### src/design/wfd_pkg.sv
package wfd_pkg;

  ////////////////////////////////////////////////////////////
  // data widths
  typedef logic [11:0] sample_t;          // raw adc sample
  typedef logic [12:0] tagged_sample_t;   // {ovr, sample}
  typedef logic [31:0] word_t;            // memory and stream word
  typedef logic [19:0] fill_num_t;        // accepted trigger count
  typedef logic [11:0] chan_tag_t;        // channel id for the header
  typedef logic [15:0] word_cnt_t;        // words per waveform
  typedef logic [7:0]  axil_addr_t;       // register byte address

  ////////////////////////////////////////////////////////////
  // register map
  localparam axil_addr_t REG_CTRL      = 8'h00;  // [0] arm, [1] start readout
  localparam axil_addr_t REG_NUM_WORDS = 8'h04;
  localparam axil_addr_t REG_CHAN_TAG  = 8'h08;
  localparam axil_addr_t REG_STATUS    = 8'h0C;  // read only
  localparam axil_addr_t REG_PEEK_ADDR = 8'h10;
  localparam axil_addr_t REG_PEEK_DATA = 8'h14;  // read only, memory word

  localparam logic [1:0] RESP_OKAY = 2'b00;

  ////////////////////////////////////////////////////////////
  // bundles
  typedef struct packed {
    axil_addr_t awaddr;
    logic       awvalid;
    word_t      wdata;
    logic       wvalid;
    logic       bready;
    axil_addr_t araddr;
    logic       arvalid;
    logic       rready;
  } axil_req_t;

  typedef struct packed {
    logic       awready;
    logic       wready;
    logic       bvalid;
    logic [1:0] bresp;
    logic       arready;
    logic       rvalid;
    word_t      rdata;
    logic [1:0] rresp;
  } axil_rsp_t;

  typedef struct packed {
    logic      arm;           // triggers accepted when set
    word_cnt_t num_words;     // 1 .. 2**MEM_AW
    chan_tag_t channel_tag;
  } acq_cfg_t;

  typedef struct packed {
    logic      capturing;
    logic      acq_done;
    fill_num_t fill_num;
  } acq_status_t;

  typedef struct packed {
    word_t tdata;
    logic  tlast;
  } stream_t;

endpackage

### src/design/wfd_readout.sv
module wfd_readout #(
  parameter int MEM_AW = 10
) (
  input  logic               clk125,
  input  logic               rst_n,
  input  wfd_pkg::acq_cfg_t  acq_cfg,
  input  logic               acq_done,
  input  logic               readout_start,
  input  logic               readout_pause,
  input  logic               rd_gnt,
  input  logic               rd_rvalid,
  input  wfd_pkg::word_t     rd_rdata,
  input  logic               tx_tready,
  output logic               readout_busy,
  output logic               rd_req,
  output logic [MEM_AW-1:0]  rd_addr,
  output wfd_pkg::stream_t   tx,
  output logic               tx_tvalid
);

  typedef enum logic [1:0] {RD_IDLE, RD_HEADER, RD_DATA} rd_state_t;

  rd_state_t          state;
  logic               pause_s1;
  logic               pause_s2;     // synchronized pause
  logic               done_q;       // acq_done delayed, for edge detect
  wfd_pkg::fill_num_t fill_cnt;     // tracks the capture fill number
  wfd_pkg::word_cnt_t issue_cnt;    // reads granted
  wfd_pkg::word_cnt_t recv_cnt;     // read data returned
  wfd_pkg::stream_t   obuf [2];
  wfd_pkg::stream_t   push_word;
  logic               wr_ptr;
  logic               rd_ptr;
  logic [1:0]         count;        // buffered words
  logic [1:0]         inflight;     // reads granted, data not back yet
  logic               push;
  logic               pop;

  ////////////////////////////////////////////////////////////
  // output buffer and stream handshake
  assign tx_tvalid    = (count != 2'd0) && !pause_s2;
  assign tx           = obuf[rd_ptr];
  assign pop          = tx_tvalid && tx_tready;
  assign push         = (state == RD_HEADER) || rd_rvalid;
  assign readout_busy = (state != RD_IDLE);
  assign rd_addr      = issue_cnt[MEM_AW-1:0];
  assign rd_req       = (state == RD_DATA) && (issue_cnt != acq_cfg.num_words)
                        && (3'(count) + 3'(inflight) < 3'd2);  // room for the data

  always_comb begin
    if (state == RD_HEADER) begin
      push_word.tdata = {acq_cfg.channel_tag, fill_cnt};
      push_word.tlast = 1'b0;
    end else begin
      push_word.tdata = rd_rdata;
      push_word.tlast = (recv_cnt == acq_cfg.num_words - 16'd1);
    end
  end

  always_ff @(posedge clk125) begin
    if (push) obuf[wr_ptr] <= push_word;
  end

  ////////////////////////////////////////////////////////////
  // readout FSM and counters
  always_ff @(posedge clk125) begin
    if (!rst_n) begin
      state     <= RD_IDLE;
      pause_s1  <= 1'b0;
      pause_s2  <= 1'b0;
      done_q    <= 1'b0;
      fill_cnt  <= '0;
      issue_cnt <= '0;
      recv_cnt  <= '0;
      wr_ptr    <= 1'b0;
      rd_ptr    <= 1'b0;
      count     <= '0;
      inflight  <= '0;
    end else begin
      pause_s1 <= readout_pause;
      pause_s2 <= pause_s1;
      done_q   <= acq_done;
      if (acq_done && !done_q) fill_cnt <= fill_cnt + 20'd1;  // one per finished capture
      case (state)
        RD_IDLE: begin
          if (readout_start && acq_done) begin
            state     <= RD_HEADER;
            issue_cnt <= '0;
            recv_cnt  <= '0;
          end
        end
        RD_HEADER: state <= RD_DATA;             // header pushed this cycle
        default: begin
          if (pop && tx.tlast) state <= RD_IDLE;
        end
      endcase
      if (rd_req && rd_gnt) issue_cnt <= issue_cnt + 16'd1;
      if (rd_rvalid) recv_cnt <= recv_cnt + 16'd1;
      inflight <= inflight + 2'(rd_req && rd_gnt) - 2'(rd_rvalid);
      count    <= count + 2'(push) - 2'(pop);
      if (push) wr_ptr <= !wr_ptr;
      if (pop) rd_ptr <= !rd_ptr;
    end
  end

endmodule

### config.mk
export PLATFORM = sky130hd
export DESIGN_NAME = wfd_readout
export DESIGN_NICKNAME = d
export VERILOG_FILES = /design/src/design/wfd_pkg.sv /design/src/design/wfd_readout.sv
export SDC_FILE = /design/constraint.sdc
export NUM_CORES = 1
export LEC_CHECK = 0
export BUFFER_PORTS_ARGS = -buffer_cell sky130_fd_sc_hd__buf_2
export CORE_MARGIN = 3
export CORE_UTILIZATION = 30
export DETAILED_ROUTE_END_ITERATION = 12
export GPL_TIMING_DRIVEN = 0
export HOLD_SLACK_MARGIN = 0.1
export PLACE_DENSITY = 0.55
export SLEW_MARGIN = 25
export SYNTH_ARGS = -nofsm -noshare
export SYNTH_HDL_FRONTEND = slang
export SYNTH_SLANG_ARGS = --single-unit
### constraint.sdc
create_clock -name clk125 -period 3.5 [get_ports clk125]
set_clock_uncertainty 0.2 [all_clocks]
set_input_delay 0.35 -clock clk125 [delete_from_list [all_inputs] [get_ports clk125]]
set_output_delay 0.35 -clock clk125 [all_outputs]
set_load 0.05 [all_outputs]
* Word-level counts from Yosys, hierarchy flattened *
Memory sizes are Yosys's and may differ from the RTL's. A register that Yosys moved wholly into a read port is not among the register bits.
Cells that the tools add are included.

cells by class
  muxes and demuxes = 12
  magnitude comparators = 1
  $mul = 0
  div/mod/pow operators = 0
  shift-type cells = 0
  bitwise operators = 0
  eq/ne operators = 5
  reductions and logical operators = 24
  add/sub/neg operators = 9

operators with widths
  operator               number
  $mux 16                4
  $mux 33                1
  $add 16x1->16 const B  2
  $add 20x1->20 const B  1
  $eq 16x16->1           1
  $ne 16x16->1           1
  $sub 16x1->16 const B  1
  $reduce_bool 2->1      6
  $logic_and 1x1->1      8
  $reduce_and 2->1       3
  $add 2x1->2            2
  $logic_not 1->1        4
  $mux 1                 4
  $mux 2                 2
  $pmux 2 s2             1
  $sub 2x1->2            2
  $add 2x2->3            1
  $lt 3x2->1 const B     1
  $reduce_bool 3->1      1
  $eq 2x1->1 const B     1
  $eq 2x2->1 const B     1
  $logic_not 2->1        1
  $ne 2x2->1 const B     1
  $logic_or 1x1->1       1

word-level totals
  bits in read-only memories = 0
  bits in latches = 0
  output and inout bits = 46
  bits of input ports = 69
  memories kept = 1
  bits in registers = 63
  memory bits (writable) = 66
  logic and storage cells = 63

memories
  name  depth  width  rd ports  clocked after memory_dff  wr ports  RTL line           RTL
  obuf  2      33     1         1                         1         wfd_readout.sv:30  wfd_pkg::stream_t obuf [2];

* Longest topological paths before layout *
  depth after elaboration = 6
  gate-level depth with buffers = 11
  depth with buffers taken out = 11

* Worst setup path before layout *
Ideal clock, no wire load.

  kind = register to register
  start = register state[1]
  end = memory obuf[1][0] (netlist name), enable pin
  cell stages (with the launch flop) = 5
  data required time = 2.873 ns
  arrival time = 2.391 ns
  path buffers = 1
  slack = 0.482 ns
  period minus slack after synthesis = 3.018 ns
  setup time = 0.427 ns
  path through = dfxtp_1 nand2b_1 clkbuf_1 and2_0 nor2b_1

on the way
  cells in the longest elaborated chain, start to end = 4

ends and longest elaborated chain
  what                          RTL line           RTL
  start: declaration            wfd_readout.sv:23  rd_state_t state;
  start signal: assignment      wfd_readout.sv:68  state <= RD_IDLE;
  start signal: assignment      wfd_readout.sv:87  state <= RD_HEADER;
  start signal: assignment      wfd_readout.sv:92  RD_HEADER: state <= RD_DATA;
  $eq 2x1->1                    wfd_readout.sv:44  assign push = (state == RD_HEADER) || rd_rvalid;
  $logic_or 1x1->1              wfd_readout.sv:44
  $mux 1                        wfd_readout.sv:61  if (push) obuf[wr_ptr] <= push_word;
  $mux 1 (implied by the code)  wfd_readout.sv:61
  end: declaration              wfd_readout.sv:30

Every way passes these cells.

==> reports/qor.yml <==
global_routing:
  grt_pass1_wl_um: 26300
  grt_overflow: 0
  grt_pass1_vias: 5007
  antenna_found_initial: 0
  grt_max_degree: 24
  grt.total_usage_pct: 13.7
flow_run:
  maxCapViolations: 0
route:
  vias_per_cell: 4.69
  via_count: 5027
  totalWireLength_um: 16100
  drt_first_pass_iters: 4
  wire_per_inst_um: 15.0
  drt_iter0_markers: 222
  antenna_left: 0
  drc: 0
critical_path:
  start_kind: "flop"
  critPathRequiredTime_ns: 3.46
  critPathKind: "reg2reg"
  critPathCaptureType: "flop"
  arrival_ns: 3.03
  cp_max_fo: 10
clock_network:
  clk_latency_ns: 0.42
  clockRootBuffer: "clkbuf_16"
  clkTransAtPathRegs_ns: 0.06
  h-tree-depth: 4
  numCtsBuffers: 17
  cts_tree: "yes"
  cts_buffer_depth: 2
  clock_sinks: 130
pwr:
  p_leak_nw: 3.25
  p_total_w: 0.00454
  pwr_density_cell_mw_per_mm2: 525
  peakVddDrop_v: 0.000338
floorplan:
  io_pins: 115
  row_count: 53
  fp.dieH_um: 155
  core_mm2: 0.0214
  die-area_mm2: 0.0240
  chipWidth_um: 155
  initial_core_util_pct: 31.1
sta:
  post-route-min-period_ns: 3.08
  max_slew_margin_pct: 53.7
  rsz0062_at_grt: "false"
  fin_ws_ns: 0.423
  worst_slew_pin_slew_ns: 0.694
  min_period_over_period_pct: 87.9
  fin_setup_tns_ns: 0
  fmax_mhz: 325
  finalSetupViolations: 0
  finalHoldViolCount: 0
  maxSlewViolCount: 0
layout:
  final_cell_mix: "buf_2 (112), edfxtp_1 (66), mux2_2 (64), dfxtp_1 (64), nor2_1 (48)"
  multi_input_area_mm2: 0.00311
  n_antenna_cell: 0
  regArea_mm2: 0.00326
  layout-drive-gt1-share_pct: 31.5
  final_common_cell: "buf_2"
  fin_nets: 862
  syn2layout_area_growth_pct: 29.8
  post-route-util_pct: 40.4
  nFillCells: 2079
placed_design:
  place_hpwl_um: 11700
  pre_cts_ws_ns: 0.582
  io_buffers: 109
  place_congestion: 0.769
min_path:
  hold_path_class: "in2reg"
logic_synthesis:
  async_flop_share_pct: 0
  synth.distinct_cells: 62
  synth-seq-cells: 130
  ys.flop_type: "edfxtp_1"
  syn_inst: 607
  synth-edff-count: 66
  avgSynthCellArea_um2: 11.0
  yosys_warnings: 0
  ys_seq_area_share_pct: 49.0
  syn_area_mm2: 0.00666
  syn-num-nets: 685
outcome:
  status: "completed"
## cell type report
cell class	count	share of cell area, %
clock buffer	17	4.92
inverter	23	0.998
clock inverter	15	1.59
sequential	130	37.7
tap	275	3.98
timing repair buffer	158	12.3
buffer	37	2.47
multi-input combinational	417	36.0
## power breakdown
group | internal [W] | switching [W] | total (W)
clock | 0.000938 | 0.000744 | 0.00168
combinational | 0.000375 | 0.000728 | 0.00110
sequential | 0.00171 | 0.0000399 | 0.00175
total | 0.00302 | 0.00151 | 0.00454
## cell families after synthesis
family                   share of synthesized area (%)
AND/OR/NAND/NOR                                   16.6
flip-flops                                        49.0
multiplexers                                      12.4
AO/OA/AOI/OAI                                     7.06
XOR/XNOR                                          8.68
buffers and inverters                             4.51
adder cells (fa/ha/maj)                           1.80
## stage by stage
step	hold WS [ns]	area, µm²	std cells
floorplan	0.212	6660	607
CTS	0.113	8650	1072
global placement	0.214	7550	991
detailed placement	0.220	7610	993
global route	0.131	8650	1072
finish	0.123	8650	1072
## flip-flops by register name (all words and copies together) (netlist names), named ones only
name,flops
done_q,1
issue_cnt,16
state,2
wr_ptr,1
pause_s1,1
count,2
recv_cnt,16
inflight,2
fill_cnt,20
rd_ptr,1
obuf,66
pause_s2,1
## what timing repair did
| action | CTS | global route |
|---|---|---|
| hold buffers | 47 | 0 |
| gates resized for setup | 0 | 0 |
| buffers inserted | 0 | 0 |
| hold endpoints to repair | 66 | 0 |
## path summary, 6_finish.rpt
path	startpoint	end	slack, ns	cells after the start
min reg2reg	pause_s1$_SDFF_PN0_	pause_s2$_SDFF_PN0_	0.23	1
max	state[1]$_SDFFE_PN0P_	obuf[1][22]$_DFFE_PP_	0.42	5
max reg2reg	state[1]$_SDFFE_PN0P_	obuf[1][22]$_DFFE_PP_	0.42	5
min	rst_n	issue_cnt[5]$_SDFFE_PN0P_	0.12	3
## worst max-delay path, stage by stage, from the launching register on
cell,delay (ns)
dfxtp_1,0.40
nand2b_1,0.12
clkbuf_1,0.49
clkbuf_1,0.60
mux2_2,0.42
dlygate4sd3_1,0.58
## cell usage after synthesis (6+ instances only)
cell      count  area share [%]
a21oi_1      20             1.5
a31oi_1       6            0.56
and2_1       11             1.0
and3_1        9            0.85
buf_4        13             1.5
clkbuf_1     17            0.96
dfxtp_1      64              19
edfxtp_1     66              30
ha_1          8             1.5
inv_1        23             1.3
mux2_2       64              11
mux2i_1       8             1.2
nand2_1      32             1.8
nand3_1      16             1.2
nand4_1      17             1.6
nor2_1       49             2.8
nor3_1        6            0.45
nor4_1        8            0.75
o21ai_0      16             1.2
or3_1        15             1.4
xnor2_1      34             4.5
xor2_1       32             4.2
## metal layers
metal	vias to the layer above	part of all wire, %	track usage [%]
li1	2523	-	-
met1	2367	48	18.3
met2	127	46	22.3
met5	-	0	0
met4	0	0.82	3.32
met3	10	5.3	3.31
Power figures use the tool's default switching activity.
