$ cat config.mk
export PLATFORM = sky130hd
export DESIGN_NAME = wfd_regs
export DESIGN_NICKNAME = d
export VERILOG_FILES = /design/src/design/wfd_pkg.sv /design/src/design/wfd_regs.sv
export SDC_FILE = /design/constraint.sdc
export NUM_CORES = 1
export LEC_CHECK = 0
export BUFFER_PORTS_ARGS = -buffer_cell sky130_fd_sc_hd__buf_2
export CAP_MARGIN = 10
export CORE_MARGIN = 2
export CORE_UTILIZATION = 38
export DETAILED_ROUTE_END_ITERATION = 8
export GPL_ROUTABILITY_DRIVEN = 0
export PLACE_DENSITY = 0.8
export SYNTH_ARGS = -nofsm -noshare
export SYNTH_HDL_FRONTEND = slang
export SYNTH_SLANG_ARGS = --single-unit
$ cat constraint.sdc
create_clock -name clk125 -period 5.8 [get_ports clk125]
set_input_delay 0.87 -clock clk125 [delete_from_list [all_inputs] [get_ports clk125]]
set_output_delay 0.87 -clock clk125 [all_outputs]
set_load 0.01 [all_outputs]
$ cat src/design/wfd_pkg.sv
package wfd_pkg;

  ////////////////////////////////////////////////////////////
  // data widths
  typedef logic [11:0] sample_t;          // raw adc sample
  typedef logic [12:0] tagged_sample_t;   // {ovr, sample}
  typedef logic [31:0] word_t;            // memory and stream word
  typedef logic [19:0] fill_num_t;        // accepted trigger count
  typedef logic [11:0] chan_tag_t;        // channel id for the header
  typedef logic [15:0] word_cnt_t;        // words per waveform
  typedef logic [7:0]  axil_addr_t;       // register byte address

  ////////////////////////////////////////////////////////////
  // register map
  localparam axil_addr_t REG_CTRL      = 8'h00;  // [0] arm, [1] start readout
  localparam axil_addr_t REG_NUM_WORDS = 8'h04;
  localparam axil_addr_t REG_CHAN_TAG  = 8'h08;
  localparam axil_addr_t REG_STATUS    = 8'h0C;  // read only
  localparam axil_addr_t REG_PEEK_ADDR = 8'h10;
  localparam axil_addr_t REG_PEEK_DATA = 8'h14;  // read only, memory word

  localparam logic [1:0] RESP_OKAY = 2'b00;

  ////////////////////////////////////////////////////////////
  // bundles
  typedef struct packed {
    axil_addr_t awaddr;
    logic       awvalid;
    word_t      wdata;
    logic       wvalid;
    logic       bready;
    axil_addr_t araddr;
    logic       arvalid;
    logic       rready;
  } axil_req_t;

  typedef struct packed {
    logic       awready;
    logic       wready;
    logic       bvalid;
    logic [1:0] bresp;
    logic       arready;
    logic       rvalid;
    word_t      rdata;
    logic [1:0] rresp;
  } axil_rsp_t;

  typedef struct packed {
    logic      arm;           // triggers accepted when set
    word_cnt_t num_words;     // 1 .. 2**MEM_AW
    chan_tag_t channel_tag;
  } acq_cfg_t;

  typedef struct packed {
    logic      capturing;
    logic      acq_done;
    fill_num_t fill_num;
  } acq_status_t;

  typedef struct packed {
    word_t tdata;
    logic  tlast;
  } stream_t;

endpackage

$ cat src/design/wfd_regs.sv
module wfd_regs #(
  parameter int MEM_AW = 10
) (
  input  logic                clk125,
  input  logic                rst_n,
  input  wfd_pkg::axil_req_t  axil_req,
  input  wfd_pkg::acq_status_t acq_status,
  input  logic                readout_busy,
  input  logic                peek_gnt,
  input  logic                peek_rvalid,
  input  wfd_pkg::word_t      peek_rdata,
  output wfd_pkg::axil_rsp_t  axil_rsp,
  output wfd_pkg::acq_cfg_t   acq_cfg,
  output logic                readout_start,
  output logic                peek_req,
  output logic [MEM_AW-1:0]   peek_addr
);

  logic           awready_q;    // shared aw/w ready pulse
  logic           bvalid_q;
  logic           arready_q;
  logic           rvalid_q;     // registered read data pending
  logic           peek_wait;    // granted peek, data due next cycle
  logic           wr_fire;
  logic           rd_fire;
  logic           peek_done;    // peek data on the bus this cycle
  wfd_pkg::word_t rdata_q;
  wfd_pkg::word_t rd_mux;

  assign wr_fire   = awready_q && axil_req.awvalid && axil_req.wvalid;
  assign rd_fire   = arready_q && axil_req.arvalid;
  assign peek_done = peek_wait && peek_rvalid;

  ////////////////////////////////////////////////////////////
  // write channel and config registers
  always_ff @(posedge clk125) begin
    if (!rst_n) begin
      awready_q           <= 1'b0;
      bvalid_q            <= 1'b0;
      readout_start       <= 1'b0;
      acq_cfg.arm         <= 1'b0;
      acq_cfg.num_words   <= 16'd1;   // smallest legal waveform
      acq_cfg.channel_tag <= '0;
      peek_addr           <= '0;
    end else begin
      awready_q     <= axil_req.awvalid && axil_req.wvalid && !bvalid_q && !awready_q;
      readout_start <= 1'b0;                 // single-cycle pulse
      if (wr_fire) begin
        bvalid_q <= 1'b1;
        case (axil_req.awaddr)
          wfd_pkg::REG_CTRL: begin
            acq_cfg.arm   <= axil_req.wdata[0];
            readout_start <= axil_req.wdata[1];  // self-clearing bit
          end
          wfd_pkg::REG_NUM_WORDS: acq_cfg.num_words   <= axil_req.wdata[15:0];
          wfd_pkg::REG_CHAN_TAG:  acq_cfg.channel_tag <= axil_req.wdata[11:0];
          wfd_pkg::REG_PEEK_ADDR: peek_addr           <= axil_req.wdata[MEM_AW-1:0];
          default: ;                             // writes elsewhere are dropped
        endcase
      end else if (bvalid_q && axil_req.bready) begin
        bvalid_q <= 1'b0;
      end
    end
  end

  ////////////////////////////////////////////////////////////
  // read channel
  always_comb begin
    case (axil_req.araddr)
      wfd_pkg::REG_CTRL:      rd_mux = {31'd0, acq_cfg.arm};
      wfd_pkg::REG_NUM_WORDS: rd_mux = {16'd0, acq_cfg.num_words};
      wfd_pkg::REG_CHAN_TAG:  rd_mux = {20'd0, acq_cfg.channel_tag};
      wfd_pkg::REG_STATUS:    rd_mux = {acq_status.fill_num, 9'd0, readout_busy,
                                        acq_status.acq_done, acq_status.capturing};
      wfd_pkg::REG_PEEK_ADDR: rd_mux = {{(32-MEM_AW){1'b0}}, peek_addr};
      default:                rd_mux = '0;  // unmapped reads as zero
    endcase
  end

  always_ff @(posedge clk125) begin
    if (!rst_n) begin
      arready_q <= 1'b0;
      rvalid_q  <= 1'b0;
      peek_req  <= 1'b0;
      peek_wait <= 1'b0;
    end else begin
      arready_q <= axil_req.arvalid && !arready_q && !rvalid_q && !peek_req && !peek_wait;
      if (rd_fire) begin
        if (axil_req.araddr == wfd_pkg::REG_PEEK_DATA) begin
          peek_req <= 1'b1;                  // hold until the arbiter grants
        end else begin
          rvalid_q <= 1'b1;
        end
      end
      if (peek_req && peek_gnt) begin
        peek_req  <= 1'b0;
        peek_wait <= 1'b1;
      end
      if (peek_done) begin
        peek_wait <= 1'b0;
        rvalid_q  <= !axil_req.rready;       // keep it only if not taken right away
      end else if (rvalid_q && axil_req.rready) begin
        rvalid_q <= 1'b0;
      end
    end
  end

  always_ff @(posedge clk125) begin
    if (rd_fire) begin
      rdata_q <= rd_mux;
    end else if (peek_done) begin
      rdata_q <= peek_rdata;                 // memory output is not held
    end
  end

  always_comb begin
    axil_rsp.awready = awready_q;
    axil_rsp.wready  = awready_q;
    axil_rsp.bvalid  = bvalid_q;
    axil_rsp.bresp   = wfd_pkg::RESP_OKAY;
    axil_rsp.arready = arready_q;
    axil_rsp.rvalid  = rvalid_q || peek_done;
    axil_rsp.rdata   = rvalid_q ? rdata_q : peek_rdata;
    axil_rsp.rresp   = wfd_pkg::RESP_OKAY;
  end

endmodule

# --- Word-level counts from Yosys, hierarchy flattened ---
# Index checks and enable logic that the tools add are counted.
word_totals:
  elab_cells: 68
  reg_bits: 78
  input_bits: 112
op_classes:
  n_bitwise: 1
  eq_ne: 9
  muxes: 10
  reduce_logical: 36
op_table:
  columns: ["operator", "n"]
  rows:
  - ["32-bit one-hot mux with 5 select lines", 1]
  - ["32-bit 2-to-1 mux", 3]
  - ["8-bit by 4-bit == test with 1-bit output (second input constant)", 3]
  - ["8-bit by 5-bit == test with 1-bit output (second input constant)", 3]
  - ["8-bit by 3-bit == test with 1-bit output (second input constant)", 2]
  - ["8-bit zero test", 2]
  - ["1-bit logical AND", 14]
  - ["2-bit AND reduction", 6]
  - ["1-bit zero test", 7]
  - ["1-bit 2-to-1 mux", 6]
  - ["2-bit nonzero test", 2]
  - ["2-bit OR reduction", 2]
  - ["3-bit by 2-bit inequality test with 1-bit output (second input constant)", 1]
  - ["3-bit AND reduction", 1]
  - ["3-bit nonzero test", 1]
  - ["1-bit logical OR", 1]
  - ["1-bit NOT", 1]

# --- Logic depth before layout (Yosys ltp) ---
# Gate-level depths: netlist of the first run.
depth:
  ltp_word: 5
  ltp_mapped: 6
  mapped_depth_nobuf: 4

# --- Worst setup path after synthesis of the first run ---
# Ideal clock, no wire load.
synth_timing:
  path_kind: "input port to flip-flop"
  from: "input port axil_req[1] in the netlist's numbering"
  to: "register rdata_q[0] (enable)"
  n_path_buf: 2
  path_stages: 4
  arrival_time_ns: 2.160
  setup_ns: 0.478
  setup_slack_ns: 3.162
  required_ns: 5.322
  path_cell_list: "nand2_1 > clkbuf_1 > clkbuf_1 > nand2_1"
synth_via:
  elab_chain_cells: 2
synth_rtl:
  columns: ["item", "line_no", "text"]
  rows:
  - ["start, declared", "wfd_regs.sv:6", "input wfd_pkg::axil_req_t axil_req,"]
  - ["1-bit logical AND", "wfd_regs.sv:31", "assign rd_fire = arready_q && axil_req.arvalid;"]
  - ["2-bit nonzero test (no line)", null, null]
  - ["end signal, assigned", "wfd_regs.sv:110", "rdata_q <= rd_mux;"]
  - ["end signal, assigned", "wfd_regs.sv:112", "rdata_q <= peek_rdata;"]
  - ["end, declared", "wfd_regs.sv:27", "wfd_pkg::word_t rdata_q;"]
# Every way passes these cells.
# A chain may end at the register's enable or synchronous reset.

# --- Worst setup path after layout of the first run ---
layout_timing:
  from: "input port axil_req[46] in the netlist's numbering"
  to: "register acq_cfg[11] in the netlist's numbering"
layout_via:
  elab_chain_cells: 2
layout_rtl:
  columns: ["item", "line_no", "text"]
  rows:
  - ["8-bit by 4-bit == test with 1-bit output", "wfd_regs.sv:50", "case (axil_req.awaddr)"]
  - ["2-bit AND reduction (no line)", null, null]
  - ["end, declared", "wfd_regs.sv:13", "output wfd_pkg::acq_cfg_t acq_cfg,"]
# Every way passes these cells.

==> results of run 1 <==
critical path, stage by stage:
cell,delay (ns)
buf_2,0.10
nor4b_1,0.59
nand4_1,0.89
nand3_1,0.33
o21ai_0,0.11
stage by stage:
stage,instances,utilization (%),area (µm²),hold slack (ns),power (W)
3_5_place_dp,647,48.1,4650,0.440,0.000730
5_1_grt,663,50.4,4880,0.474,0.00120
6_report,663,50.4,4880,0.450,0.00115
3_3_place_gp,647,48.1,4650,0.430,0.000726
4_1_cts,663,50.4,4880,0.456,0.00116
2_1_floorplan,373,-,3760,0.414,0.000669
final cells by class:
cell class	instances	area (µm²)
timing repair buffer	177	896
clock buffer	12	188
fill	891	4810
clock inverter	4	35.0
tap	133	166
sequential	78	1880
multi-input combinational	258	1710
inverter	1	3.75
placed cells by master (no fill, tap or decap):
cell / instances
a21boi_0: 2
a21oi_1: 3
a22o_1: 13
a22o_2: 10
a22oi_1: 11
a311oi_1: 1
and2_1: 2
buf_2: 173
buf_4: 4
clkbuf_16: 2
clkbuf_8: 10
clkinv_4: 4
conb_1: 4
dfxtp_1: 46
edfxtp_1: 32
inv_1: 1
mux2_2: 32
mux2i_1: 10
nand2_1: 37
nand2b_1: 3
nand3_1: 43
nand4_1: 3
nand4b_1: 1
nand4bb_1: 1
nor2_1: 8
nor2b_1: 5
nor3_1: 3
nor3_2: 1
nor3_4: 1
nor3b_1: 1
nor4b_1: 1
nor4b_2: 1
nor4bb_1: 1
o21a_1: 1
o21ai_0: 53
o22a_1: 2
o31ai_1: 2
or3_4: 1
or4_4: 1
cell families after synthesis:
kind of cell	count (synthesis)	synth area share, %
multiplexers	42	12.3
buffers and inverters	37	4.70
AO/OA/AOI/OAI	98	17.1
AND/OR/NAND/NOR	114	15.7
flip-flops	78	50.1
other	1	0.0999
registers in the layout, indices dropped and copies added (netlist names):
name	cells
rdata_q	32
acq_cfg	29
peek_addr	10
arready_q	1
awready_q	1
bvalid_q	1
peek_req	1
peek_wait	1
readout_start	1
rvalid_q	1
synthesized netlist by cell type (2+ instances only):
cell	instances
a21boi_0	2
a21oi_1	3
a22o_1	13
a22o_2	10
a22oi_1	11
and2_1	2
buf_1	3
buf_4	8
clkbuf_1	24
dfxtp_1	46
edfxtp_1	32
mux2_2	32
mux2i_1	10
nand2_1	37
nand2b_1	3
nand3_1	43
nand4_1	3
nor2_1	8
nor2b_1	5
nor3_1	3
o21ai_0	53
o22a_1	2
o31ai_1	2
power breakdown:
part	internal [W]	leakage (nW)	switching, W	total (W)
Sequential	0.000580	0.664	0.00000238	0.000582
Combinational	0.0000647	1.33	0.0000701	0.000135
Clock	0.000222	0.113	0.000214	0.000436
metal layers:
metal  part of all wire [%]  routed length (µm)  up-vias  global-route usage, %
li1                       -                   -     1676                      -
met1                     44                4730     1600                   23.5
met2                     47                5130      134                   33.4
met3                    7.8                 847       14                   4.57
met4                    1.4                 156        0                   8.40
met5                      0                   0        -                      0
path summary, 6_finish.rpt:
path / endpoint / slack [ns] / cells after the start
max: acq_cfg[11]$_SDFFE_PN0P_ / 3.11 / 5
min: awready_q$_SDFF_PN0_ / 0.45 / 1
max reg2reg: acq_cfg[11]$_SDFFE_PN0P_ / 3.37 / 4
min reg2reg: awready_q$_SDFF_PN0_ / 0.45 / 1
==> impl_metrics.tcl, run 1 <==
set metrics [dict create \
    status "complete, no violations" \
    synth.cell_area_mm2 0.00375 \
    drive_above_1_share_pct 45.3 \
    synthArstFlopShare_pct 0 \
    power.density_mw_per_mm2 236 \
    die_h_um 103 \
    grt_pass1_wl_um 15800 \
    synth.avg_cell_area_um2 10.1 \
    h-tree-depth 3 \
    synth-main-ff-cell "dfxtp_1" \
    drc 0 \
    grt_pass1_vias 3276 \
    setup_slack_ns 3.11 \
    antenna_found_initial 0 \
    clock-root-buffer "clkbuf_8" \
    synth-seq-cells 78 \
    critical_path.max_fanout 24 \
    firstDrtPassIters 5 \
    port_buffers 173 \
    worstSkewPairLatency_ns 0.36 \
    cts_buffer_depth 2 \
    critPathKind "input pin to flop" \
    rows 36 \
    cts_tree "done" \
    hpwl_um 7960 \
    clock_sinks 78 \
    drv_slew 0 \
    wl_per_cell_um 16.4 \
    finalHoldViolations 0 \
    leakage_nw 2.11 \
    ant_nets 0 \
    setup_violations 0 \
    viasPerCell 5.16 \
    ios 194 \
    cts_setup_buffers 0 \
    maxCapViolCount 0 \
    end_kind "flop" \
    period_needed_ns 2.69 \
    route.vias.total 3424 \
    worstPathArrival_ns 2.89 \
    ir_drop_v 0.000117 \
    ys_seq_area_share_pct 50.1 \
    synth_cells 370 \
    drt_iter0_markers 105 \
    cts_buffers 9 \
    worstSetupStartpoint "axil_req[46]" \
    synth_edf_count 32 \
    drt-total-wl_um 10900 \
    grt_start_max_net_pins 62 \
    rsz0062_at_grt "no" \
    cts_resized 0 \
    overflow 0 \
    area_growth_pct 29.9 \
    period_share_pct 46.3 \
    dieArea_mm2 0.0107 \
    relSlewSlack_pct 27.1 \
    worst_pin_slew_ns 1.09 \
    synth_area_leader_cell "edfxtp_1" \
    initial_core_util_pct 38.8 \
    postCtsHoldBufs 0 \
    hold_path_class "flop to flop" \
    nets 637 \
    skew_ns 0.0164 \
    ys_top_cells_by_area "edfxtp_1 (26%), dfxtp_1 (25%), mux2_2 (9.6%)" \
    required_ns 6.00 \
    n_antenna_cell 0 \
    clkTransAtPathRegs_ns 0.08 \
    grt_usage_pct 19.5 \
    pre_cts_ws_ns 2.75 \
    start_kind "input pin" \
    core_area_mm2 0.00968 \
    die_w_um 103 \
    rr_startpoint "awready_q$_SDFF_PN0_" \
    yosysTopAreaCellShare_pct 25.6 \
    hp-start "bvalid_q$_SDFFE_PN0P_" \
    synth_warnings 0 \
    yosysUniqueCellTypes 38 \
    fmax_mhz 372 \
    tns_ns 0 \
]
Power figures use the tool's default switching activity.
==> run 2, diff against run 1 <==
--- a/config.mk
+++ b/config.mk
@@ -11,7 +11,7 @@
 export CORE_UTILIZATION = 38
 export DETAILED_ROUTE_END_ITERATION = 8
 export GPL_ROUTABILITY_DRIVEN = 0
-export PLACE_DENSITY = 0.8
+export PLACE_DENSITY = 0.83
 export SYNTH_ARGS = -nofsm -noshare
 export SYNTH_HDL_FRONTEND = slang
 export SYNTH_SLANG_ARGS = --single-unit
==> constraint.sdc (replaced) <==
create_clock -name clk125 -period 2.3 [get_ports clk125]
set_input_delay 0.345 -clock clk125 [delete_from_list [all_inputs] [get_ports clk125]]
set_output_delay 0.345 -clock clk125 [all_outputs]
set_load 0.01 [all_outputs]
==> run 2 against run 1 <==
  * Cell count grew 1.4%
  * Clock power grew 130%
  * Non-clock buffer count grew 9
  * Global-route usage grew 0.40 points
  * First-iteration DRC count shrank 30%
  * Cell area grew 1.3%
  * Highest routed layer unchanged
  * Via count grew 3.4%
  * Sequential share of layout area shrank 0.49 points
  * Clock skew shrank 0.0069 ns
==> impl_metrics.tcl, run 2 (same netlist as run 1, synthesis figures left out) <==
set metrics [dict create \
    largest_registers "rdata_q x32, acq_cfg x29, peek_addr x10" \
    ios 194 \
    firstDrtPassIters 4 \
    nFillCells 895 \
    clock-root-buffer "clkbuf_8" \
    n_antenna_cell 0 \
    dp.cells 656 \
    postCtsHoldBufs 0 \
    die_h_um 103 \
    port_buffers 173 \
    worstSkewPairLatency_ns 0.35 \
    grt.met1_usage_pct 23.5 \
    required_ns 1.96 \
    initial_core_util_pct 38.8 \
    drive_above_1_share_pct 46.2 \
    final_cell_mix "buf_2 (173), o21ai_0 (53), dfxtp_1 (46)" \
    dieArea_mm2 0.0107 \
    grtUsageMet2_pct 34.9 \
    clkTransAtPathRegs_ns 0.08 \
    grt_start_max_net_pins 42 \
    critPathKind "flop to output port" \
    drt-total-wl_um 11100 \
    layout_commonest_cell "buf_2" \
    leakage_nw 2.14 \
    period_share_pct 86.2 \
    finalHoldViolations 0 \
    clock_sinks 78 \
    relSlewSlack_pct 46.9 \
    grt_pass1_wl_um 16200 \
    setup_violations 0 \
    worstPathArrival_ns 1.64 \
    postLayoutCoreUtil_pct 51.0 \
    period_needed_ns 1.98 \
    grt_pass1_vias 3324 \
    fin_cells 672 \
    skew_ns 0.00945 \
    wl_per_cell_um 16.6 \
    busiest_layer "met2" \
    die_w_um 103 \
    hold_path_class "input pin to flop" \
    cts_tree "done" \
    maxCapViolCount 0 \
    cts_setup_buffers 0 \
    fmax_mhz 504 \
    drv_slew 0 \
    route.vias.total 3541 \
    ir_drop_v 0.000298 \
    antenna_found_initial 0 \
    h-tree-depth 3 \
    core_area_mm2 0.00968 \
    rows 36 \
    status "complete, no violations" \
    tns_ns 0 \
    ant_nets 0 \
    nets 646 \
    grt_usage_pct 19.9 \
    cts_buffer_depth 2 \
    regMostFlops "rdata_q" \
    viasPerCell 5.27 \
    hpwl_um 8510 \
    overflow 0 \
    power.density_mw_per_mm2 570 \
    area_growth_pct 31.6 \
    start_kind "flop" \
    largest_reg_flops 32 \
    cts_buffers 9 \
    end_kind "output port" \
    drt_iter0_markers 73 \
    drc 0 \
    worst_pin_slew_ns 0.795 \
    grtUsageMet3_pct 4.44 \
    rsz0062_at_grt "no" \
    critical_path.max_fanout 28 \
    cts_resized 0 \
]
run 2: per-layer routing:
metal,vias up,share of wire [%],wire length [µm]
met3,15,7.6,848
met4,0,1.6,178
met5,-,0,0
met1,1698,42,4700
met2,134,49,5410
li1,1694,-,-
run 2: worst paths after layout:
path	from	end	slack, ns	depth (start not counted)
worst max-delay path	rvalid_q$_SDFFE_PN0P_	axil_rsp[13]	0.32	3
worst min-delay path	axil_req[12]	acq_cfg[12]$_SDFFE_PN1P_	0.23	3
worst max register to register	awready_q$_SDFF_PN0_	peek_addr[6]$_SDFFE_PN0P_	0.38	4
worst min register to register	bvalid_q$_SDFFE_PN0P_	awready_q$_SDFF_PN0_	0.45	1
run 2: final cells by class:
cell class	count	area (µm²)	area share, %
Sequential cell	78	1880	38.1
Multi-Input combinational cell	258	1710	34.7
Timing Repair Buffer	186	988	20.0
Tap cell	133	166	3.37
Clock buffer	10	128	2.58
Clock inverter	6	60.1	1.22
Inverter	1	3.75	0.0760
run 2: metrics by stage:
stage | hold slack [ns] | cell area, µm² | worst slack [ns] | power [W]
after floorplan | 0.414 | 3760 | 0.187 | 0.00169
after global placement | 0.435 | 4750 | 0.177 | 0.00184
after detailed placement | 0.437 | 4750 | 0.0722 | 0.00185
after CTS | 0.219 | 4930 | 0.169 | 0.00284
after global routing | 0.244 | 4940 | 0.110 | 0.00294
final | 0.235 | 4940 | 0.317 | 0.00282
run 2: report_power, final:
group	switching (W)	internal [W]
registers	0.00000742	0.00146
logic	0.000180	0.000170
clock network	0.000498	0.000499
run 2: critical path, cell delays in order, from the launching register on:
cell and delay (ns):
dfxtp_1 0.53, buf_12 0.24, mux2_2 0.37, buf_2 0.15
