===== src/design/wfd_pkg.sv =====
package wfd_pkg;

  ////////////////////////////////////////////////////////////
  // data widths
  typedef logic [11:0] sample_t;          // raw adc sample
  typedef logic [12:0] tagged_sample_t;   // {ovr, sample}
  typedef logic [31:0] word_t;            // memory and stream word
  typedef logic [19:0] fill_num_t;        // accepted trigger count
  typedef logic [11:0] chan_tag_t;        // channel id for the header
  typedef logic [15:0] word_cnt_t;        // words per waveform
  typedef logic [7:0]  axil_addr_t;       // register byte address

  ////////////////////////////////////////////////////////////
  // register map
  localparam axil_addr_t REG_CTRL      = 8'h00;  // [0] arm, [1] start readout
  localparam axil_addr_t REG_NUM_WORDS = 8'h04;
  localparam axil_addr_t REG_CHAN_TAG  = 8'h08;
  localparam axil_addr_t REG_STATUS    = 8'h0C;  // read only
  localparam axil_addr_t REG_PEEK_ADDR = 8'h10;
  localparam axil_addr_t REG_PEEK_DATA = 8'h14;  // read only, memory word

  localparam logic [1:0] RESP_OKAY = 2'b00;

  ////////////////////////////////////////////////////////////
  // bundles
  typedef struct packed {
    axil_addr_t awaddr;
    logic       awvalid;
    word_t      wdata;
    logic       wvalid;
    logic       bready;
    axil_addr_t araddr;
    logic       arvalid;
    logic       rready;
  } axil_req_t;

  typedef struct packed {
    logic       awready;
    logic       wready;
    logic       bvalid;
    logic [1:0] bresp;
    logic       arready;
    logic       rvalid;
    word_t      rdata;
    logic [1:0] rresp;
  } axil_rsp_t;

  typedef struct packed {
    logic      arm;           // triggers accepted when set
    word_cnt_t num_words;     // 1 .. 2**MEM_AW
    chan_tag_t channel_tag;
  } acq_cfg_t;

  typedef struct packed {
    logic      capturing;
    logic      acq_done;
    fill_num_t fill_num;
  } acq_status_t;

  typedef struct packed {
    word_t tdata;
    logic  tlast;
  } stream_t;

endpackage


===== src/design/wfd_acq.sv =====
module wfd_acq #(
  parameter int MEM_AW = 10
) (
  input  logic                 clk125,
  input  logic                 rst_n,
  input  wfd_pkg::acq_cfg_t    acq_cfg,
  input  logic                 readout_busy,
  input  logic                 acq_trig,
  input  wfd_pkg::sample_t     adc_sample,
  input  logic                 adc_ovr,
  input  logic                 wr_gnt,
  output wfd_pkg::acq_status_t acq_status,
  output logic                 acq_done,
  output logic                 wr_req,
  output logic [MEM_AW-1:0]    wr_addr,
  output wfd_pkg::word_t       wr_data
);

  typedef enum logic [1:0] {ACQ_IDLE, ACQ_CAPTURE, ACQ_DONE} acq_state_t;

  acq_state_t                state;
  logic                      trig_q;       // acq_trig at the previous edge
  logic                      trig_ok;      // accepted rising edge
  logic                      odd_phase;    // next sample completes a word
  logic                      more_words;   // words still to issue
  wfd_pkg::tagged_sample_t   even_q;
  wfd_pkg::word_cnt_t        word_cnt;     // words issued this capture
  wfd_pkg::fill_num_t        fill_num;

  assign trig_ok = acq_trig && !trig_q && acq_cfg.arm && (state != ACQ_CAPTURE)
                   && !readout_busy;
  assign more_words = (word_cnt != acq_cfg.num_words);

  ////////////////////////////////////////////////////////////
  // capture FSM
  always_ff @(posedge clk125) begin
    if (!rst_n) begin
      state     <= ACQ_IDLE;
      trig_q    <= 1'b0;
      odd_phase <= 1'b0;
      word_cnt  <= '0;
      fill_num  <= '0;
      acq_done  <= 1'b0;
      wr_req    <= 1'b0;
    end else begin
      trig_q <= acq_trig;
      if (wr_req && wr_gnt) wr_req <= 1'b0;  // acq port always wins
      case (state)
        ACQ_CAPTURE: begin
          odd_phase <= !odd_phase;
          if (odd_phase && more_words) begin
            wr_req   <= 1'b1;
            word_cnt <= word_cnt + 16'd1;
          end
          if (wr_req && wr_gnt && !more_words) begin
            state    <= ACQ_DONE;               // last word is in memory now
            acq_done <= 1'b1;
          end
        end
        default: begin                          // idle and done both rearm
          if (trig_ok) begin
            state     <= ACQ_CAPTURE;
            fill_num  <= fill_num + 20'd1;
            word_cnt  <= '0;
            odd_phase <= 1'b1;                  // trigger sample is the even one
            acq_done  <= 1'b0;
          end
        end
      endcase
    end
  end

  ////////////////////////////////////////////////////////////
  // sample pairing
  always_ff @(posedge clk125) begin
    if (trig_ok || (state == ACQ_CAPTURE && !odd_phase)) begin
      even_q <= {adc_ovr, adc_sample};
    end
    if (state == ACQ_CAPTURE && odd_phase && more_words) begin
      wr_data <= {fill_num[5:0], adc_ovr, adc_sample, even_q};  // odd over even
      wr_addr <= word_cnt[MEM_AW-1:0];
    end
  end

  assign acq_status.capturing = (state == ACQ_CAPTURE);
  assign acq_status.acq_done  = acq_done;
  assign acq_status.fill_num  = fill_num;

endmodule


===== config.mk =====
export PLATFORM = sky130hd
export DESIGN_NAME = wfd_acq
export DESIGN_NICKNAME = d
export VERILOG_FILES = /design/src/design/wfd_pkg.sv /design/src/design/wfd_acq.sv
export SDC_FILE = /design/constraint.sdc
export NUM_CORES = 1
export LEC_CHECK = 0
export BUFFER_PORTS_ARGS = -buffer_cell sky130_fd_sc_hd__buf_2
export CAP_MARGIN = 25
export CORE_ASPECT_RATIO = 0.6
export CORE_MARGIN = 2
export CORE_UTILIZATION = 51
export CTS_CLUSTER_DIAMETER = 40
export DETAILED_ROUTE_END_ITERATION = 7
export PLACE_DENSITY_LB_ADDON = 0.2
export RECOVER_POWER = 50
export SYNTH_ARGS = -nofsm -noshare
export SYNTH_HDL_FRONTEND = slang
export SYNTH_SLANG_ARGS = --single-unit

===== constraint.sdc =====
create_clock -name clk125 -period 5.61 [get_ports clk125]
set_clock_uncertainty 0.15 [all_clocks]
set_input_delay 1.4025 -clock clk125 [delete_from_list [all_inputs] [get_ports clk125]]
set_output_delay 1.4025 -clock clk125 [all_outputs]
set_load 0.005 [all_outputs]

# After elaboration in Yosys (flattened, before gate mapping)
# Cells that the tools add are included.
[op_classes]
reduce_logical = 19
addsub = 2
mux = 14
bitwise_logic = 1
n_eq_ne = 5
[op_table]
columns = ["op", "n"]
rows = [
  ["$mux W16", 3],
  ["$add A20 B1 Y20 const B", 1],
  ["$add A16 B1 Y16 const B", 1],
  ["$ne A16 B16 Y1", 1],
  ["$logic_and A1 B1 Y1", 10],
  ["$mux W1", 8],
  ["$mux W2", 3],
  ["$ne A2 B1 Y1 const B", 3],
  ["$reduce_and A2 Y1", 3],
  ["$logic_not A1 Y1", 4],
  ["$eq A2 B1 Y1 const B", 1],
  ["$reduce_bool A2 Y1", 1],
  ["$logic_or A1 B1 Y1", 1],
  ["$not A1 Y1", 1],
]
[word_totals]
register_bits = 97
inputBits = 47
output_inout_bits = 66
word_cells = 51

# Depth between registers and ports, before layout
# Gate-level depths: netlist of run 1.
[logic_depth]
ltp_word = 7
ltp_mapped = 8
mapped_depth_nobuf = 6

# Least setup slack after synthesis of run 1
# Ideal clock, no wire load.
[synth_timing]
kind = "input -> register"
start = "in acq_cfg[24] (netlist bit)"
end = "reg wr_addr[0], enable pin"
slack_ps = 1230
arrival_time_ps = 3787
required_time_ps = 5017
setup_ps = 443
cell_stages = 5
path_buffers = 1
path_cell_list = "xor2_1 -> nor4_1 -> and4_1 -> buf_4 -> nor2_1"
[synth_via]
elab_chain_cells = 2
[synth_rtl]
columns = ["element", "line", "text"]
rows = [
  ["start: declaration", "wfd_acq.sv:6", "input wfd_pkg::acq_cfg_t acq_cfg,"],
  ["$ne A16 B16 Y1", "wfd_acq.sv:32", "assign more_words = (word_cnt != acq_cfg.num_words);"],
  ["$logic_and A1 B1 Y1", "wfd_acq.sv:79", "if (state == ACQ_CAPTURE && odd_phase && more_words) begin"],
  ["end signal: assignment", "wfd_acq.sv:81", "wr_addr <= word_cnt[MEM_AW-1:0];"],
  ["end: declaration", "wfd_acq.sv:15", "output logic [MEM_AW-1:0] wr_addr,"],
]
# No other way between the ends.
# A chain may end at the register's enable or synchronous reset.

==> results.md, run 1 <==
* Status: complete, but fails checks
* Failing checks: max-capacitance violations, max-slew violations
* Setup bufs post-CTS at 0
* Crit path kind: input pin to flip-flop
* Initial cell density of the core at 53.45%
* Crit start category: input pin
* Tightest Hold Check Type: flip-flop to flip-flop
* Most used DFF post-synth: edfxtp_1
* Die H at 72.02 um
* Cell count after synthesis at 329
* First-pass GRT wire length at 13.22 mm
* Final hold violation count at 0
* GR Util All Layers at 20.25%
* Worst EP required at 5.68 ns
* Die area at 0.008453 mm2
* Final hold slack at 0.2697 ns
* Vias per cell at 5.410
* EDFF count, synth at 55
* Post-DRT Antenna Nets at 0
* Final Cycle Share at 62.14%
* RePlAce Congestion at 0.8805
* Core outline area at 0.007357 mm2
* Leak at 1.707 nW
* # rows at 24
* # nets final at 476
* Pin count of the biggest net entering global routing at 32
* Routed wire per std cell at 15.40 um
* CTS tree: done
* Synthesis Warnings at 0
* Total gr overflow at 0
* Crit path capture type: flip-flop
* Area growth from synthesis to layout at 20.84%
* CTS-repair resized insts at 0
* Iter 0 DRT Violations at 276
* Setup_tns at 0 ns
* CTS buffer count at 9
* CP Data Arrival Time at 3.56 ns
* DRT Wirelength at 8.257 mm
* Yosys cell types at 50
* Vias in the first global route at 2527
* Mux cell area share after synthesis at 0.5091%
* Pre-CTS setup slack at 1.816 ns
* Initial antenna violation count at 0
* PnR worst setup slack at 2.124 ns
* Synth Area in Simple Gates at 17.37%
* Post-CTS Hold Fix Bufs at 0
* Layout cell share with drive strength beyond 1 at 21.76%
* Rel. slew slack at -0.9987%
* Final Instance Area at 0.004752 mm2
* Xor/xnor share of the synthesized area at 7.127%
* FMAX at 286.9 MHz
* Power per Cell Area at 290.9 mW/mm2
* Diodes inserted at 0
* Mean Syn Cell Area at 11.95 um2
* Reg clk slew, reported paths at 0.07 ns
* Post-placement cell area at 0.004501 mm2
* Vias at 2900
* DR pass1 iterations at 4
* Seq cells post-synth at 96
* Detailed Place HPWL at 5.699 mm
* Worst skew pair latency at 0.34 ns
* Least-Margin Pin Slew at 1.515 ns
* Net count after synthesis at 378
* # H-tree levels at 3
* Sequential area share after synthesis at 62.87%
* Min Clock Period, post-route at 3.486 ns
* Final design utilization at 64.59%
* Total power at 1.382 mW
* Max Slew Vio Count at 32
* Peak supply drop at 136.3 uV
* Bufs on Longest Clock Path at 2
* Die span in x at 117.4 um
* CP max FO at 31
* Placed Cells at 519
* Final setup fails at 0
* Synthesized-area fraction occupied by adder cells at 0.6363%
* Drc violations at 0
* I/O pins at 113
* CTS Root Cell: clkbuf_16
* RSZ-0062 raised after global routing: no
* Synth Area in Compound Gates at 8.591%
* Max Cap Violations at 1
* Asr flop ratio synth at 0%
* CTS sink count at 96
* Fin cells at 536
* Buffers on Ports at 100
* Post-synthesis instance area at 0.003933 mm2
* Combinational family with the most area after synthesis: simple AND/OR/NAND/NOR gates
cell families (layout without fill, tap and decap cells):
family | after synthesis | after routing
DFF | 96 | 96
xor gates and xnor gates | 32 | 32
AOI/OAI and AO/OA | 47 | 47
adders and majority gates | 2 | 2
and+or+nand+nor | 127 | 127
muxes | 2 | 2
buffers and inverters | 23 | 126
metal layers:
layer / wire, um / global-route usage (%) / part of all wire [%] / up-vias
li1: - / - / - / 1423
met3: 635 / 5.660 / 7.7 / 7
met4: 72 / 8.434 / 0.87 / 0
met1: 4087 / 30.89 / 49 / 1348
met2: 3461 / 26.97 / 42 / 122
met5: 0 / 0 / 0 / -
synth_stat cells (all sizes together) (9+ instances only):
master | n | area share, %
nand4 | 10 | 1.6
clkbuf | 9 | 0.86
a21oi | 9 | 1.1
nand2 | 28 | 2.7
o21ai | 10 | 1.6
xor2 | 19 | 4.2
nor4 | 13 | 2.2
nor2 | 21 | 2.0
dfxtp | 41 | 21
edfxtp | 55 | 42
xnor2 | 13 | 2.9
nand3 | 20 | 2.5
layout by cell type (no fill, tap or decap), types with 8 or more instances in the layout:
cell       netlist  layout
nor4_1          12      12
a21oi_1          9       9
xnor2_1         13      13
o21ai_1          7       8
edfxtp_1        55      55
buf_2            2      68
nor2_1          21      20
nand4_1         10      10
clkbuf_16        0       9
dfxtp_1         41      41
clkbuf_1         9      33
xor2_1          19      19
nand2_1         28      28
nand3_1         20      20
final cells by class:
class | instances | area [um2]
tap | 104 | 130.1
multi-input combinational | 210 | 1354
timing repair buffer | 103 | 479.2
sequential | 96 | 2472
inverter | 7 | 28.78
clock inverter | 7 | 62.56
fill | 579 | 2605
clock buffer | 9 | 225.2
path summary, 6_finish.rpt:
kind	startpoint	to	slack, ns	cells after the start
worst max-delay path	rst_n	word_cnt[3]$_SDFFE_PN0P_	2.12	6
worst min-delay path	even_q[8]$_DFFE_PP_	wr_data[8]$_DFFE_PP_	0.27	0
worst max register to register	acq_done$_SDFFE_PN0P_	wr_data[9]$_DFFE_PP_	2.80	5
worst min register to register	even_q[8]$_DFFE_PP_	wr_data[8]$_DFFE_PP_	0.27	0
critical path, cell delays in order:
cell and delay (ns):
clkbuf_1 0.44, inv_1 0.15, clkbuf_1 1.11, nor2_1 0.08, a41oi_1 0.27, o21ai_1 0.08
where the power goes:
| group | switching [mW] | total, mW | internal, mW |
|---|---|---|---|
| Combinational | 0.0297 | 0.0470 | 0.0172 |
| Sequential | 0.00332 | 0.755 | 0.752 |
| Clock | 0.271 | 0.580 | 0.310 |
registers in the layout, summed over array words and instances (netlist names):
register and count:
even_q 13, odd_phase 1, fill_num 20, trig_q 1, acq_done 1, wr_data 32, state 1, wr_addr 10
word_cnt 16, wr_req 1
No activity file was read; power rests on OpenSTA's default activity.
==> run 2: changes to the inputs <==
- ABC_AREA: unset -> 1
- CORE_UTILIZATION: 51 -> 47
- clock period: 5.61 -> 2.85 ns (I/O delays scaled with it)
==> results.md, run 2 <==
* RePlAce Congestion at 0.8568 (was 0.8805)
* Vias per cell at 5.069 (was 5.410)
* Max Slew Vio Count at 0 (was 32)
* Die span in x at 126.3 um (was 117.4 um)
* Most frequent CP cell: inv_1 (was clkbuf_1)
* Pin count of the biggest net entering global routing at 35 (was 32)
* Worst EP required at 1.99 ns (was 5.68 ns)
* Leak at 2.022 nW (was 1.707 nW)
* Routed wire per std cell at 13.54 um (was 15.40 um)
* CP max FO at 16 (was 31)
* Yosys cell types at 34 (was 50)
* Setup_tns at 0 ns (unchanged)
* Crit path kind: flip-flop to output port (was input pin to flip-flop)
* CTS buffer count at 9 (unchanged)
* Core outline area at 0.008621 mm2 (was 0.007357 mm2)
* Die area at 0.009773 mm2 (was 0.008453 mm2)
* CTS Root Cell: clkbuf_16 (unchanged)
* FMAX at 430.6 MHz
* Drc violations at 0 (unchanged)
* Delay of the slowest critical-path stage at 0.39 ns (was 1.11 ns)
* Seq cells post-synth at 96 (unchanged)
* Diodes inserted at 0 (unchanged)
* Final Cycle Share at 81.49%
* RSZ-0062 raised after global routing: no (unchanged)
* Post-synthesis instance area at 0.004218 mm2 (was 0.003933 mm2)
* Total gr overflow at 0 (unchanged)
* CP Data Arrival Time at 1.46 ns (was 3.56 ns)
* Mean Syn Cell Area at 8.917 um2 (was 11.95 um2)
* Most frequent cells in the layout: 124 x nand2_1, 73 x buf_2, 57 x inv_1, 55 x edfxtp_1, 50 x nor2_1 (was 68 x buf_2, 55 x edfxtp_1, 41 x dfxtp_1, 33 x clkbuf_1, 28 x nand2_1)
* Reg-to-reg startpoint: acq_done$_SDFFE_PN0P_ (unchanged)
* Area growth from synthesis to layout at 20.38% (was 20.84%)
* Synthesis Warnings at 0 (unchanged)
* Rel. slew slack at 47.57% (was -0.9987%)
* Net count after synthesis at 522 (was 378)
* Top post-synthesis cells by count: 124 x nand2_1, 58 x inv_1, 55 x edfxtp_1, 50 x nor2_1, 41 x dfxtp_1 (was 55 x edfxtp_1, 41 x dfxtp_1, 28 x nand2_1, 21 x nor2_1, 20 x nand3_1)
* Vias in the first global route at 3191 (was 2527)
* Die H at 77.38 um (was 72.02 um)
* CTS-repair resized insts at 0 (unchanged)
* DRT Wirelength at 9.398 mm (was 8.257 mm)
* Crit start category: flip-flop (was input pin)
* Initial antenna violation count at 0 (unchanged)
* Worst skew pair latency at 0.33 ns (was 0.34 ns)
* Largest area contributor in the synthesized netlist: edfxtp_1 (unchanged)
* First-pass GRT wire length at 15.24 mm (was 13.22 mm)
* Initial cell density of the core at 48.93% (was 53.45%)
* Post-CTS Hold Fix Bufs at 0 (unchanged)
* Reg clk slew, reported paths at 0.07 ns (about the same)
* Asr flop ratio synth at 0% (unchanged)
* Regs by FF count: wr_data x32, fill_num x20, word_cnt x16 (unchanged)
* Setup bufs post-CTS at 0 (unchanged)
* EDFF count, synth at 55 (unchanged)
* Final setup fails at 0 (unchanged)
* Crit-path cells: inv_1 > nand2_2 > inv_1 > buf_2 (was clkbuf_1 > inv_1 > clkbuf_1 > nor2_1 > a41oi_1 > o21ai_1)
* Hold_sp: even_q[12]$_DFFE_PP_ (was even_q[8]$_DFFE_PP_)
* Top-count cell post-synth: nand2_1 (was edfxtp_1)
* Post-DRT Antenna Nets at 0 (unchanged)
* Pre-CTS setup slack at 0.3915 ns (was 1.816 ns)
* CTS tree: done (unchanged)
* GR Util All Layers at 19.59% (was 20.25%)
* Commonest non-fill, non-tap cell in the layout: nand2_1 (was buf_2)
* Sequential area share after synthesis at 58.62% (was 62.87%)
* # H-tree levels at 3 (unchanged)
* DR pass1 iterations at 5 (was 4)
* Peak supply drop at 271.3 uV (was 136.3 uV)
* Layout cell share with drive strength beyond 1 at 18.56% (was 21.76%)
* Power per Cell Area at 537.7 mW/mm2 (was 290.9 mW/mm2)
* Tightest Hold Check Type: flip-flop to flip-flop (unchanged)
* Top reg by flops: wr_data (unchanged)
* Share of the synthesized area in the top cell type at 39.16% (was 42.00%)
* Bufs on Longest Clock Path at 2 (unchanged)
* I/O pins at 113 (unchanged)
* Vias at 3518 (was 2900)
* Buffers on Ports at 100 (unchanged)
* Iter 0 DRT Violations at 343 (was 276)
* Min Clock Period, post-route at 2.323 ns
* Crit path launch: acq_done$_SDFFE_PN0P_ (was rst_n)
* Crit path capture type: output port (was flip-flop)
* Final design utilization at 58.90% (was 64.59%)
* Final hold violation count at 0 (unchanged)
* Max Cap Violations at 0 (was 1)
* Max reg flops at 32 (unchanged)
* PnR worst setup slack at 0.5274 ns (was 2.124 ns)
* Ranking of synthesized cells by area: edfxtp_1 39%, dfxtp_1 19%, nand2_1 11%, inv_1 5.2%, nor2_1 4.4% (was edfxtp_1 42%, dfxtp_1 21%, xor2_1 4.2%, xnor2_1 2.9%, nand2_1 2.7%)
* # rows at 26 (was 24)
* Most used DFF post-synth: edfxtp_1 (unchanged)
* Cell count after synthesis at 473 (was 329)
* CTS sink count at 96 (unchanged)
* Least-Margin Pin Slew at 0.7864 ns (was 1.515 ns)
* Critical path's slowest cell: dfxtp_1 (was clkbuf_1)
* # nets final at 626 (was 476)
* Detailed Place HPWL at 6.805 mm (was 5.699 mm)
* Status: finished clean (was complete, but fails checks)
run 2: cell type report:
| class | instances | area, um2 |
|---|---|---|
| multi-input combinational | 305 | 1443 |
| inverter | 61 | 229.0 |
| tap | 112 | 140.1 |
| timing repair buffer | 104 | 509.2 |
| clock inverter | 7 | 58.81 |
| fill | 789 | 3543 |
| sequential | 96 | 2472 |
| clock buffer | 9 | 225.2 |
run 2: per-stage QoR:
stage                     std cells  area, um2  hold slack (ns)  power, mW
after floorplan                 473       4218           0.2503      1.569
after global placement          678       4827           0.2507      1.619
after detailed placement        678       4827           0.2552      1.624
after CTS                       694       5111           0.2711      2.760
after global routing            694       5077           0.2778      2.825
final                           694       5077           0.2699      2.730
run 2: cell families (layout without fill, tap and decap cells):
group                      count (synthesis)  in the layout  share of synthesized area, %
xor gates and xnor gates                  10             10                         2.077
DFF                                       96             96                         58.62
buffers and inverters                     72            181                         7.179
adders and majority gates                  2              2                        0.5932
and+or+nand+nor                          246            246                         25.78
AOI/OAI and AO/OA                         47             47                         5.755
run 2: final timing paths:
kind	to	slack (ns)	cells after the start
worst max-delay path	acq_status[21]	0.53	4
worst min register to register	wr_data[12]$_DFFE_PP_	0.27	0
worst max register to register	fill_num[17]$_SDFFE_PN0P_	0.74	9
worst min-delay path	wr_data[12]$_DFFE_PP_	0.27	0
run 2: routing by layer:
layer	wire, um	up-vias	track usage [%]
met5	0	-	0
met1	4647	1611	29.62
met3	828	4	4.690
met2	3865	151	28.33
li1	-	1752	-
met4	57	0	4.945
run 2: worst max-delay path, delay by kind of cell, from the launching register on:
kind | cells | cell delay, ns
buffers and inverters | 3 | 0.44
flip-flops | 1 | 0.39
AND/OR/NAND/NOR | 1 | 0.29
run 2: power by group:
group / leakage, nW / switching, mW / internal, mW
Clock: 0.141 / 0.531 / 0.609
Sequential: 0.847 / 0.00527 / 1.48
Combinational: 1.03 / 0.0699 / 0.0369
Total: 2.02 / 0.606 / 2.12
==> run 3: changes to the inputs <==
- ABC_AREA: 1 -> 0
- CORE_UTILIZATION: 47 -> 51
- clock period: 2.85 -> 2.2 ns (I/O delays scaled with it)
==> results.md, run 3 (same netlist as run 1, synthesis figures left out) <==
* Max Slew Vio Count at 0 (unchanged)
* Final Cycle Share at 94.28%
* Layout cell share with drive strength beyond 1 at 26.19% (was 18.56%)
* GR Util All Layers at 22.52% (was 19.59%)
* RSZ-0062 raised after global routing: yes (was no)
* CP Data Arrival Time at 2.19 ns (was 1.46 ns)
* Bufs on Longest Clock Path at 2 (unchanged)
* Worst skew pair latency at 0.35 ns (was 0.33 ns)
* Final setup fails at 0 (unchanged)
* Top reg by flops: wr_data (unchanged)
* Post-DRT Antenna Nets at 0 (unchanged)
* Min Clock Period, post-route at 2.074 ns
* CTS Root Cell: clkbuf_16 (unchanged)
* Crit-path cells: xor2_1 > nor4_2 > and4_2 > or4_1 > a211oi_1 (was inv_1 > nand2_2 > inv_1 > buf_2)
* CP max FO at 5 (was 16)
* Worst EP required at 2.32 ns (was 1.99 ns)
* DRT Wirelength at 9.048 mm (was 9.398 mm)
* Die area at 0.008453 mm2 (was 0.009773 mm2)
* CTS tree: done (unchanged)
* Buffers on Ports at 100 (unchanged)
* Crit path capture type: flip-flop (was output port)
* RePlAce Congestion at 0.8942 (was 0.8568)
* Drc violations at 0 (unchanged)
* DR pass1 iterations at 5 (unchanged)
* Initial antenna violation count at 0 (unchanged)
* Peak supply drop at 349.2 uV (was 271.3 uV)
* Total power at 3.529 mW (was 2.730 mW)
* Final hold violation count at 0 (unchanged)
* Status: finished clean (unchanged)
* Final Instance Area at 0.004990 mm2 (was 0.005077 mm2)
* Die span in x at 117.4 um (was 126.3 um)
* Detailed Place HPWL at 6.559 mm (was 6.805 mm)
* FMAX at 482.1 MHz
* Final design utilization at 67.82% (was 58.90%)
* Crit start category: flip-flop (unchanged)
* Crit path kind: flip-flop to flip-flop (was flip-flop to output port)
* Routed wire per std cell at 15.99 um (was 13.54 um)
* # nets final at 506 (was 626)
* I/O pins at 113 (unchanged)
* Rel. slew slack at 56.52% (was 47.57%)
* Regs by FF count: wr_data x32, fill_num x20, word_cnt x16 (unchanged)
* Vias per cell at 5.502 (was 5.069)
* Vias at 3114 (was 3518)
* Post-placement cell area at 0.004771 mm2 (was 0.004827 mm2)
* Core outline area at 0.007357 mm2 (was 0.008621 mm2)
* Commonest non-fill, non-tap cell in the layout: buf_2 (was nand2_1)
* CTS sink count at 96 (unchanged)
* Max Cap Violations at 0 (unchanged)
* Leak at 1.828 nW (was 2.022 nW)
* # H-tree levels at 3 (unchanged)
* Die H at 72.02 um (was 77.38 um)
* Vias in the first global route at 2864 (was 3191)
* Critical path's slowest cell: or4_1 (was dfxtp_1)
* Delay of the slowest critical-path stage at 0.53 ns (was 0.39 ns)
* Reg clk slew, reported paths at 0.07 ns (about the same)
* Post-CTS Hold Fix Bufs at 0 (unchanged)
* Iter 0 DRT Violations at 271 (was 343)
* Total gr overflow at 0 (unchanged)
* Placed Cells at 550 (was 678)
* Least-Margin Pin Slew at 0.6522 ns (was 0.7864 ns)
* Max reg flops at 32 (unchanged)
* Pin count of the biggest net entering global routing at 25 (was 35)
* Power per Cell Area at 707.2 mW/mm2 (was 537.7 mW/mm2)
* # rows at 24 (was 26)
* R2R Setup Slk at 0.13 ns (was 0.74 ns)
* Most frequent cells in the layout: 72 x buf_2, 55 x edfxtp_1, 41 x dfxtp_1, 38 x clkbuf_1, 28 x nand2_1 (was 124 x nand2_1, 73 x buf_2, 57 x inv_1, 55 x edfxtp_1, 50 x nor2_1)
* First-pass GRT wire length at 14.52 mm (was 15.24 mm)
* CTS buffer count at 9 (unchanged)
* Fin cells at 566 (was 694)
* Area growth from synthesis to layout at 26.89% (was 20.38%)
* Tightest Hold Check Type: input pin to flip-flop (was flip-flop to flip-flop)
* Initial cell density of the core at 53.45% (was 48.93%)
* Diodes inserted at 0 (unchanged)
## run 3: changes by cell type in the layout (fill, tap and decap cells not counted), sizes merged, moves of 7 or more
cell	delta
nor4	+12
nand3	-8
xnor2	+10
buf	+19
nor2	-35
xor2	+12
inv	-54
nand2	-100
nor3	-7
clkbuf	+11
a21oi	-23
## run 3: metal layers
layer | wire length, um | vias up | global-route usage, %
li1 | - | 1482 | -
met1 | 4233 | 1454 | 31.63
met2 | 3883 | 158 | 32.49
met3 | 833 | 20 | 8.412
met4 | 98 | 0 | 7.764
met5 | 0 | - | 0
## run 3: what timing repair did
action / 4_1_cts / 5_1_grt
gates resized for setup: 0 / 2
setup buffers: 0 / 0
setup endpoints to repair: 0 / 55
## run 3: final timing paths
kind	startpoint	endpoint	cells past startpoint
max	word_cnt[14]$_SDFFE_PN0P_	word_cnt[12]$_SDFFE_PN0P_	5
min	adc_sample[9]	wr_data[22]$_DFFE_PP_	1
max reg2reg	word_cnt[14]$_SDFFE_PN0P_	word_cnt[12]$_SDFFE_PN0P_	5
min reg2reg	even_q[7]$_DFFE_PP_	wr_data[7]$_DFFE_PP_	0
## run 3: cell type report
type	count	area, um2
clock buffer	10	229.0
clock inverter	6	51.30
fill	575	2367
inverter	7	28.78
multi-input combinational	210	1361
sequential	96	2472
tap	104	130.1
timing repair buffer	133	716.9
## run 3: critical path, delay by kind of cell, from the launching register on
kind                      cells  cell delay [ns]
xor gates and xnor gates      1             0.31
and+or+nand+nor               3             0.92
AOI/OAI and AO/OA             1             0.22
DFF                           1             0.39
## run 3: power by group
group	total, mW	switching (mW)	internal, mW
combinational	0.136	0.0807	0.0552
clock	1.47	0.685	0.782
sequential	1.93	0.00918	1.92
## run 3: stage by stage
stage	worst slack [ns]	hold slack (ns)	setup TNS, ns
after floorplan	-0.08915	0.2503	-3.744
after global placement	-0.1220	0.2501	-4.602
after detailed placement	-0.1698	0.2545	-7.001
after CTS	0.07139	0.2282	0
after global routing	-0.004152	0.2288	-0.004152
final	0.1258	0.2397	0
